[config.mk]
export PLATFORM = sky130hd
export DESIGN_NAME = lsqTop
export DESIGN_NICKNAME = d
export VERILOG_FILES = /design/src/lsqPkg.sv /design/src/lsqDispatch.sv /design/src/lsqQueue.sv /design/src/memAccess.sv /design/src/lsqTop.sv
export SDC_FILE = /design/constraint.sdc
export NUM_CORES = 1
export LEC_CHECK = 0
export ABC_AREA = 1
export BUFFER_PORTS_ARGS = -buffer_cell sky130_fd_sc_hd__buf_2
export CAP_MARGIN = 20
export CORE_UTILIZATION = 24
export CTS_BUF_LIST = sky130_fd_sc_hd__clkbuf_2
export DETAILED_ROUTE_END_ITERATION = 8
export PLACE_DENSITY_LB_ADDON = 0.25
export SLEW_MARGIN = 5
export SYNTH_ARGS = -nofsm -noshare
export SYNTH_HDL_FRONTEND = slang
export SYNTH_SLANG_ARGS = --single-unit
[constraint.sdc]
create_clock -name CLK -period 6.3 [get_ports CLK]
set_input_delay 0 -clock CLK [delete_from_list [all_inputs] [get_ports CLK]]
set_output_delay 0 -clock CLK [all_outputs]
set_load 0.005 [all_outputs]
[src/lsqPkg.sv]
package lsqPkg;

    // ----------------------------------------
    // sizes
    // ----------------------------------------
    localparam int NUM_PHYS_REGS = 64;
    localparam int TAG_W         = $clog2(NUM_PHYS_REGS);
    localparam int LSQ_DEPTH     = 8;
    localparam int LSQ_IDX_W     = $clog2(LSQ_DEPTH);
    localparam int CNT_W         = LSQ_IDX_W + 1;   // count runs 0..LSQ_DEPTH

    localparam int DMEM_WORDS    = 16;
    localparam int DMEM_IDX_W    = $clog2(DMEM_WORDS);
    localparam int WORD_LSB      = 2;               // byte offset bits below the word index

    // ----------------------------------------
    // dispatch side
    // ----------------------------------------

    // one load or store in program order, address not known yet
    typedef struct packed {
        logic             isStore;
        logic [TAG_W-1:0] tag;
        logic [31:0]      storeData;
    } memOpT;

    // address from the AGU, matched to an entry by tag
    typedef struct packed {
        logic [TAG_W-1:0] tag;
        logic [31:0]      addr;
    } addrUpdT;

    localparam int UPD_PAD_W = $bits(memOpT) - $bits(addrUpdT);

    typedef struct packed {
        logic [UPD_PAD_W-1:0] pad;  // unused, always zero
        addrUpdT              agu;
    } addrUpdPadT;

    // command body, isUpdate picks the view
    typedef union packed {
        memOpT      op;
        addrUpdPadT upd;
    } lsqCmdU;

    typedef struct packed {
        logic   valid;
        logic   isUpdate;
        lsqCmdU body;
    } lsqCmdT;

    // ----------------------------------------
    // queue and memory side
    // ----------------------------------------
    typedef struct packed {
        logic             isStore;
        logic             addrReady;
        logic [TAG_W-1:0] tag;
        logic [31:0]      addr;
        logic [31:0]      storeData;
    } lsqEntryT;

    typedef struct packed {
        logic             valid;
        logic             isStore;
        logic [TAG_W-1:0] tag;
        logic [31:0]      addr;
        logic [31:0]      storeData;
    } memReqT;

    typedef struct packed {
        logic             valid;
        logic [TAG_W-1:0] tag;   // physical destination
        logic [31:0]      data;
    } loadRespT;

endpackage

[src/lsqDispatch.sv]
`timescale 1ns/100ps

module lsqDispatch import lsqPkg::*; (
    input  logic    CLK,
    input  logic    RESET,
    input  logic    FLUSH,
    input  logic    dispatchValid,
    input  memOpT   dispatchOp,
    input  logic    aguValid,
    input  addrUpdT aguUpd,
    input  logic    full,
    output lsqCmdT  cmd,
    output logic    dispatchReject
);

    logic    acceptOp;
    logic    pendValid;        // one parked update
    logic    pendValidNext;
    addrUpdT pendUpd;
    addrUpdT pendUpdNext;
    lsqCmdT  cmdNext;

    // wrap an AGU result as an update command
    function automatic lsqCmdT mkUpdCmd(input addrUpdT u);
        lsqCmdT c;
        c = '0;
        c.valid          = 1'b1;
        c.isUpdate       = 1'b1;
        c.body.upd.pad   = '0;
        c.body.upd.agu   = u;
        return c;
    endfunction

    assign acceptOp = dispatchValid && !full;

    // ----------------------------------------
    // pick one command per cycle
    // ----------------------------------------
    always_comb begin
        cmdNext       = '0;
        pendValidNext = pendValid;
        pendUpdNext   = pendUpd;
        if (acceptOp) begin
            // dispatch wins, a colliding update gets parked
            cmdNext.valid    = 1'b1;
            cmdNext.isUpdate = 1'b0;
            cmdNext.body.op  = dispatchOp;
            if (aguValid) begin
                pendValidNext = 1'b1;
                pendUpdNext   = aguUpd;
            end
        end else if (pendValid) begin
            cmdNext = mkUpdCmd(pendUpd);  // drain oldest first
            if (aguValid) begin
                pendUpdNext = aguUpd;     // slot refills right away
            end else begin
                pendValidNext = 1'b0;
            end
        end else if (aguValid) begin
            cmdNext = mkUpdCmd(aguUpd);
        end
    end

    always_ff @(posedge CLK or negedge RESET) begin
        if (!RESET) begin
            cmd            <= '0;
            dispatchReject <= 1'b0;
            pendValid      <= 1'b0;
        end else if (FLUSH) begin
            cmd            <= '0;
            dispatchReject <= 1'b0;
            pendValid      <= 1'b0;   // parked update is dropped too
        end else begin
            cmd            <= cmdNext;
            dispatchReject <= dispatchValid && full;
            pendValid      <= pendValidNext;
        end
    end

    always_ff @(posedge CLK) begin
        pendUpd <= pendUpdNext;
    end

    // a second update landing on a parked one that is not drained this cycle
    assert property (@(posedge CLK) disable iff (!RESET)
        !FLUSH |-> !(pendValid && acceptOp && aguValid))
        else $error("lsqDispatch: pending update overwritten");

endmodule

[src/lsqQueue.sv]
`timescale 1ns/100ps

module lsqQueue import lsqPkg::*; (
    input  logic   CLK,
    input  logic   RESET,
    input  logic   FLUSH,
    input  lsqCmdT cmd,
    output logic   full,
    output memReqT issue,
    output logic   updateMiss
);

    lsqEntryT             entries [LSQ_DEPTH];
    logic [LSQ_DEPTH-1:0] entryValid;
    logic [LSQ_IDX_W-1:0] head;
    logic [LSQ_IDX_W-1:0] tail;
    logic [CNT_W-1:0]     count;
    logic [CNT_W-1:0]     countNext;

    memOpT                newOp;
    addrUpdT              upd;
    logic                 cmdEnq;
    logic                 cmdUpd;
    logic                 headReady;
    logic                 doEnq;
    logic [LSQ_DEPTH-1:0] tagMatch;

    // ----------------------------------------
    // command decode
    // ----------------------------------------
    assign newOp  = cmd.body.op;
    assign upd    = cmd.body.upd.agu;
    assign cmdEnq = cmd.valid && !cmd.isUpdate;
    assign cmdUpd = cmd.valid && cmd.isUpdate;

    // only the head may go, a waiting head blocks everything behind it
    assign headReady = entryValid[head] && entries[head].addrReady;

    // issue frees the slot first when the queue is full
    assign doEnq = cmdEnq && ((count < CNT_W'(LSQ_DEPTH)) || headReady);

    assign countNext = count + CNT_W'(doEnq) - CNT_W'(headReady);

    // tags are unique among valid entries, so at most one bit is set
    always_comb begin
        for (int i = 0; i < LSQ_DEPTH; i++) begin
            tagMatch[i] = entryValid[i] && (entries[i].tag == upd.tag);
        end
    end

    // ----------------------------------------
    // pointers, valid bits, outputs
    // ----------------------------------------
    always_ff @(posedge CLK or negedge RESET) begin
        if (!RESET) begin
            entryValid <= '0;
            head       <= '0;
            tail       <= '0;
            count      <= '0;
            full       <= 1'b0;
            updateMiss <= 1'b0;
            issue      <= '0;
        end else if (FLUSH) begin
            entryValid <= '0;
            head       <= '0;
            tail       <= '0;
            count      <= '0;
            full       <= 1'b0;
            updateMiss <= 1'b0;
            issue      <= '0;
        end else begin
            if (headReady) begin
                entryValid[head] <= 1'b0;
                head             <= head + LSQ_IDX_W'(1);
            end
            // after the issue clear, so a refilled slot stays valid
            if (doEnq) begin
                entryValid[tail] <= 1'b1;
                tail             <= tail + LSQ_IDX_W'(1);
            end
            count <= countNext;

            // raised one slot early: dispatch samples this a cycle late and
            // may already have an enqueue on its way
            full <= (countNext >= CNT_W'(LSQ_DEPTH - 1));

            updateMiss <= cmdUpd && (tagMatch == '0);

            issue.valid     <= headReady;
            issue.isStore   <= entries[head].isStore;
            issue.tag       <= entries[head].tag;
            issue.addr      <= entries[head].addr;
            issue.storeData <= entries[head].storeData;
        end
    end

    // ----------------------------------------
    // entry storage
    // ----------------------------------------
    always_ff @(posedge CLK) begin
        if (doEnq) begin
            entries[tail] <= '{
                isStore:   newOp.isStore,
                addrReady: 1'b0,          // waits for its AGU result
                tag:       newOp.tag,
                addr:      '0,
                storeData: newOp.storeData
            };
        end
        for (int i = 0; i < LSQ_DEPTH; i++) begin
            if (cmdUpd && tagMatch[i]) begin
                entries[i].addrReady <= 1'b1;
                entries[i].addr      <= upd.addr;
            end
        end
    end

    // ----------------------------------------
    // checks
    // ----------------------------------------
    assert property (@(posedge CLK) disable iff (!RESET)
        count <= CNT_W'(LSQ_DEPTH))
        else $error("lsqQueue: count above depth");

    // dispatch must never send an enqueue the queue has to drop
    assert property (@(posedge CLK) disable iff (!RESET)
        (cmdEnq && !FLUSH) |-> doEnq)
        else $error("lsqQueue: enqueue while full");

endmodule

[src/memAccess.sv]
`timescale 1ns/100ps

module memAccess import lsqPkg::*; (
    input  logic     CLK,
    input  logic     RESET,
    input  memReqT   issue,
    output loadRespT loadResp
);

    logic [31:0]           dmem [DMEM_WORDS];
    logic [DMEM_IDX_W-1:0] wordIdx;
    logic                  isLoad;
    logic                  isStoreReq;

    assign wordIdx    = issue.addr[WORD_LSB +: DMEM_IDX_W];  // upper bits ignored
    assign isLoad     = issue.valid && !issue.isStore;
    assign isStoreReq = issue.valid && issue.isStore;

    // ----------------------------------------
    // data memory
    // ----------------------------------------
    always_ff @(posedge CLK or negedge RESET) begin
        if (!RESET) begin
            for (int i = 0; i < DMEM_WORDS; i++) begin
                dmem[i] <= '0;
            end
        end else if (isStoreReq) begin
            dmem[wordIdx] <= issue.storeData;  // visible to a load issued next cycle
        end
    end

    // ----------------------------------------
    // load result, one edge after issue
    // ----------------------------------------
    always_ff @(posedge CLK or negedge RESET) begin
        if (!RESET) begin
            loadResp <= '0;
        end else begin
            loadResp.valid <= isLoad;
            loadResp.tag   <= issue.tag;
            loadResp.data  <= dmem[wordIdx];
        end
    end

    // addresses come straight from the AGU through the queue
    assert property (@(posedge CLK) disable iff (!RESET)
        issue.valid |-> (issue.addr[WORD_LSB-1:0] == '0))
        else $error("memAccess: unaligned address %h", issue.addr);

endmodule

[src/lsqTop.sv]
`timescale 1ns/100ps

module lsqTop import lsqPkg::*; (
    input  logic     CLK,
    input  logic     RESET,
    input  logic     FLUSH,
    input  logic     dispatchValid,
    input  memOpT    dispatchOp,
    input  logic     aguValid,
    input  addrUpdT  aguUpd,
    output logic     dispatchReject,
    output logic     updateMiss,
    output loadRespT loadResp
);

    lsqCmdT cmd;     // dispatch to queue
    logic   full;    // queue back to dispatch
    memReqT issue;   // queue to memory

    // ----------------------------------------
    // producer
    // ----------------------------------------
    lsqDispatch lsqDispatch_inst (
        .CLK            (CLK),
        .RESET          (RESET),
        .FLUSH          (FLUSH),
        .dispatchValid  (dispatchValid),
        .dispatchOp     (dispatchOp),
        .aguValid       (aguValid),
        .aguUpd         (aguUpd),
        .full           (full),
        .cmd            (cmd),
        .dispatchReject (dispatchReject)
    );

    // ----------------------------------------
    // buffer
    // ----------------------------------------
    lsqQueue lsqQueue_inst (
        .CLK        (CLK),
        .RESET      (RESET),
        .FLUSH      (FLUSH),
        .cmd        (cmd),
        .full       (full),
        .issue      (issue),
        .updateMiss (updateMiss)
    );

    // ----------------------------------------
    // consumer, memory survives a flush
    // ----------------------------------------
    memAccess memAccess_inst (
        .CLK      (CLK),
        .RESET    (RESET),
        .issue    (issue),
        .loadResp (loadResp)
    );

endmodule

# Word level (Yosys, flattened, before mapping)
# Memories as Yosys holds them, arrays and structs flattened.
# Index checks and enable logic that the tools add are counted.
totals:
  ff_bits: 698
  ram_bits: 576
  inputBits: 82
  n_memories: 1
  elab_cells: 158
classes:
  magnitude_cmp: 8
  add_sub_neg: 4
  reduce_logical: 37
  eq_ne: 9
  bitwise: 4
  n_mux: 58
mem_list:
  columns: ["memory", "depth", "word_bits", "read_ports", "rd_ports_with_merged_regs", "write_ports", "line", "text"]
  rows:
  - ["lsqQueue_inst.entries", 8, 72, 9, 0, 8, "lsqQueue.sv:13", "lsqEntryT entries [LSQ_DEPTH];"]
ops:
  columns: ["op", "n"]
  rows:
  - ["$bwmux W512", 1]
  - ["$mux W41", 4]
  - ["$mux W72", 2]
  - ["$bmux W32 S4", 1]
  - ["$demux W32 S4", 1]
  - ["$mux W38", 3]
  - ["$mux W32", 3]
  - ["$reduce_or A72 Y1", 1]
  - ["$eq A6 B6 Y1", 8]
  - ["$mux W8", 4]
  - ["$mux W1", 29]
  - ["$logic_and A1 B1 Y1", 28]
  - ["$mux W3", 5]
  - ["$and A8 B8 Y8", 1]
  - ["$logic_not A8 Y1", 1]
  - ["$lt A3 B4 Y1 const B", 2]
  - ["$not A8 Y8", 1]
  - ["$or A8 B8 Y8", 1]
  - ["$add A3 B1 Y3 const B", 2]
  - ["$demux W1 S3", 2]
  - ["$ge A3 B1 Y1 const B", 2]
  - ["$reduce_bool A2 Y1", 3]
  - ["$ge A5 B5 Y1 const B", 1]
  - ["$lt A5 B1 Y1 const B", 1]
  - ["11 further kinds", 13]

# Longest topological paths before layout
logic_depth:
  depth_word: 11
  ltp_mapped: 17

# Cells and area by module
# A second synthesis with hierarchy kept.
hier_totals:
  cells_unflattened: 5949
  area_unflattened_um2: 54841.3
modules_own_cells:
  columns: ["module", "cells_per_inst", "n_inst", "area_per_inst_um2", "seq_area_each_um2"]
  rows:
  - ["lsqQueue", 2177, 1, 26222.6, 19518.7]
  - ["memAccess", 3304, 1, 24813.8, 13788.2]
  - ["lsqDispatch", 468, 1, 3804.9, 2217.1]

# Least setup slack after synthesis
# No wires, ideal clock.
synth_timing:
  path_type: "register to register"
  startpoint: "register lsqQueue_inst.full"
  endpoint: "register lsqDispatch_inst.pendUpd[0] (netlist name) (enable)"
  setup_ns: 0.435
  required_ns: 5.865
  path_slack_ns: 3.571
  path_stages_with_launch: 4
  arrival_ns: 2.295
  cell_sequence: "dfrtp_1 nor2_1 nor2_1 nor2_1"
synth_via:
  elab_chain_cells: 3
synth_rtl:
  columns: ["item", "line", "text"]
  rows:
  - ["start, declared", "lsqQueue.sv:8", "output logic full,"]
  - ["start signal, assigned", "lsqQueue.sv:85", "full <= (countNext >= CNT_W'(LSQ_DEPTH - 1));"]
  - ["$logic_not A1 Y1", "lsqDispatch.sv:34", "assign acceptOp = dispatchValid && !full;"]
  - ["$logic_and A1 B1 Y1", "lsqDispatch.sv:34", null]
  - ["$reduce_bool A2 Y1 (no line)", null, null]
  - ["end signal, assigned", "lsqDispatch.sv:81", "pendUpd <= pendUpdNext;"]
  - ["end, declared", "lsqDispatch.sv:19", "addrUpdT pendUpd;"]
# No other way between the ends.
# A chain may end at the register's enable or synchronous reset.

# Worst setup path in the final report
layout_timing:
  startpoint: "register lsqQueue_inst.full"
  endpoint: "register, netlist name lsqDispatch_inst.cmd[16]"
layout_via:
  elab_chain_cells: 4
layout_rtl:
  columns: ["item", "line", "text"]
  rows:
  - ["$logic_not A1 Y1", "lsqDispatch.sv:34", null]
  - ["$logic_and A1 B1 Y1", "lsqDispatch.sv:34", null]
  - ["$mux W41", "lsqDispatch.sv:43", "if (acceptOp) begin"]
  - ["$mux W41", "lsqDispatch.sv:69", "end else if (FLUSH) begin"]
# No other way between the ends.

==> flow_metrics.py <==
metrics = {
    "power_and_ir_drop": {
        "p_leak_nw": 21.4,
        "internal_power_mw": 9.68,
        "p_sw_mw": 4.12,
        "power_mw": 13.8,
        "clock_power_share_pct": 34.8,
        "pwr-share-seq_pct": 55.4,
        "netSwitchingFraction_pct": 29.9,
        "powerDensity_mw_per_mm2": 270,
        "comb_power_share_pct": 9.8,
        "ir_worst_vdd_uv": 151,
    },
    "clocking": {
        "cts_tree": "done",
        "cts_buffers": 299,
        "cts_resized": 0,
        "htree_levels": 5,
        "clock_sinks": 1048,
        "clkTransAtPathRegs_ps": 100,
        "postCtsSetupRepairBufs": 0,
        "root_buffer": "clkbuf_2",
        "clk_path_buf_depth": 4,
        "clk_latency_ps": 1610,
    },
    "grt": {
        "grt_max_degree": 164,
        "overflow": 0,
        "gr-usage-all-layers_pct": 15.3,
        "grt_pass1_wl_mm": 211,
        "antenna_found_initial": 8,
        "grt_pass1_vias": 33682,
    },
    "floorplan": {
        "ios": 123,
        "num_rows": 153,
        "start_util_pct": 24.3,
        "die-width_um": 422,
        "die_h_um": 422,
        "dieArea_mm2": 0.178,
        "core_area_mm2": 0.174,
    },
    "drt": {
        "first_pass_iters": 5,
        "vias": 33013,
        "antenna_left": 0,
        "wl_met3_mm": 8.04,
        "via_per_inst": 4.62,
        "wl_mm": 138,
        "wl_met2_mm": 62.7,
        "wl_per_cell_um": 19.2,
        "drt_first_iter_violations": 2597,
        "topRoutingLayerUsed": "met5",
        "drc_errors": 0,
        "wl_met1_mm": 63.2,
    },
    "hold_path": {
        "hold_class": "flop to flop",
        "min_path_cells": 0,
    },
    "sta": {
        "max_freq_ghz": 0.260,
        "finalHoldViolCount": 0,
        "tightest_slew_ps": 1050,
        "relSlewSlack_pct": 29.8,
        "fin_skew_ps": 159,
        "period_share_pct": 61.1,
        "setup_viol": 0,
        "finalSetupTns_ps": 0,
        "fin_crit_ps": 3850,
        "rsz0062_at_grt": "no",
        "drv_slew": 0,
    },
    "worst_setup_path": {
        "reg2reg_to": "lsqDispatch_inst.cmd[16]",
        "r2r_cells": 7,
        "cp-startpoint": "lsqQueue_inst.full",
        "arrival_ps": 5260,
        "path_max_fanout": 42,
        "setup.worst_path.end": "lsqDispatch_inst.cmd[16]",
        "criticalPathCategory": "flop to flop",
        "crit_path_start_kind": "flop",
        "rrSetupSlack_ps": 2450,
        "crit_required_ps": 7720,
        "endpoint_kind": "flop",
        "timing.rr.start": "lsqQueue_inst.full",
    },
    "synth": {
        "synth_commonest_cells": "nand2_1, dfrtp_1, o21ai_0",
        "ys_ff_latch": 1048,
        "async_reset_ff_share_pct": 62.8,
        "synth-main-ff-cell": "dfrtp_1",
        "synth_seq_area_share_pct": 66.4,
        "netlist.area_leader.share_pct": 38.9,
        "ys_warn_count": 0,
        "syn_area_mm2": 0.0423,
        "synthMostInstantiatedCell": "nand2_1",
        "syn_inst": 4112,
        "synth_top_area_cell": "dfrtp_1",
        "ys_types": 44,
        "synth_fp_nets": 4201,
        "synth_enable_flop_cells": 382,
        "avgSynthCellArea_um2": 10.3,
        "synth.area.top_cells": "dfrtp_1, edfxtp_1, nand2_1, o21ai_0, nand3_1",
    },
    "placement": {
        "gp_congestion": 0.818,
        "dp_hpwl_mm": 73.8,
        "numPlacedInstances": 6318,
        "port_buffers": 122,
    },
    "final_layout": {
        "nets": 4715,
        "area_growth_pct": 20.9,
        "drive_gt1_share_pct": 14.4,
        "fill_cells": 18089,
        "fin_cells": 7150,
    },
    "run": {
        "drv_cap": 0,
    },
    "outcome": {
        "status": "completed",
    },
}
-- what timing repair did --
item	4_1_cts	5_1_grt
hold endpoints to repair	830	0
hold buffers	328	0
setup endpoints to repair	0	0
-- metal layers --
metal	up-vias	GRT usage, %
met2	1141	24.0
met3	311	3.16
met1	16196	20.8
met5	-	0
li1	15363	-
met4	2	5.47
-- sequential cells by signal, summed over array words and instances (netlist names) --
name                             cells
lsqQueue_inst.full                   1
lsqDispatch_inst.dispatchReject      1
lsqDispatch_inst.pendValid           1
lsqQueue_inst.tail                   3
lsqDispatch_inst.pendUpd            38
memAccess_inst.loadResp             39
lsqQueue_inst.head                   3
lsqQueue_inst.entries              352
lsqQueue_inst.issue                 44
lsqDispatch_inst.cmd                41
lsqQueue_inst.updateMiss             1
lsqQueue_inst.count                  4
lsqQueue_inst.entryValid             8
memAccess_inst.dmem                512
-- worst min-delay path by stage --
stage | startpoint | end | slack [ps]
floorplan | RESET | lsqDispatch_inst.cmd[0] | -300
global placement | RESET | memAccess_inst.loadResp[4] | 120
detailed placement | RESET | memAccess_inst.loadResp[3] | 120
CTS | aguValid | lsqDispatch_inst.pendUpd[7] | 340
global route | lsqQueue_inst.issue[69] | memAccess_inst.loadResp[37] | 360
finish | lsqQueue_inst.issue[69] | memAccess_inst.loadResp[37] | 340
-- cell type report --
cell class / instances / area [um2] / share of cell area [%]
antenna: 7 / 17.5 / 0.0343
multi-input combinational: 2628 / 12600 / 24.7
clock buffer: 440 / 2200 / 4.31
clock inverter: 53 / 230 / 0.450
sequential: 1048 / 28100 / 55.0
tap: 2325 / 2910 / 5.69
inverter: 139 / 524 / 1.03
timing repair buffer: 510 / 4500 / 8.80
-- cells by family after synthesis --
kind of cell / synth area share (%)
and+or+nand+nor: 16.8
DFF: 66.4
AOI/OAI and AO/OA: 12.2
buffers and inverters: 4.04
xor gates and xnor gates: 0.311
adders and majority gates: 0.225
-- power groups by stage --
stage | combinational (mW) | clock (mW) | sequential (mW)
final | 1.35 | 4.81 | 7.65
after global routing | 1.47 | 5.37 | 7.69
after CTS | 1.32 | 5.03 | 7.65
after detailed placement | 1.12 | 0 | 7.79
after global placement | 1.12 | 0 | 7.79
after floorplan | 0.637 | 0 | 7.65
-- layout by cell type, fill, tap and decap left out, types with 26 or more instances in the layout --
| cell | instances |
|---|---|
| buf_2 | 121 |
| dfrtp_1 | 656 |
| inv_1 | 122 |
| clkbuf_2 | 440 |
| nand3_1 | 416 |
| a22oi_1 | 157 |
| o21ai_0 | 547 |
| clkinv_1 | 43 |
| dlygate4sd3_1 | 327 |
| edfxtp_1 | 382 |
| o21ai_1 | 26 |
| buf_4 | 51 |
| nand4_1 | 60 |
| nor2_1 | 106 |
| a21oi_1 | 114 |
| nand2_1 | 1051 |
-- through the flow --
stage	hold WS [ps]	util [%]	instance area (um2)	setup slack (ps)
after global routing	358	29.3	51100	2320
after floorplan	-296	-	42300	3570
after CTS	340	29.3	51000	2260
final	339	29.3	51100	2450
after global placement	125	25.9	45200	2720
after detailed placement	119	26.0	45300	2650
-- critical path: stages, from the launching register on --
cell	delay (ps)
dfrtp_1	500
nor2_4	830
inv_1	470
buf_16	300
o21ai_0	280
dlygate4sd3_1	610
a21oi_1	60
dlygate4sd3_1	560
Note: power is estimated with default switching activity, not from simulation.
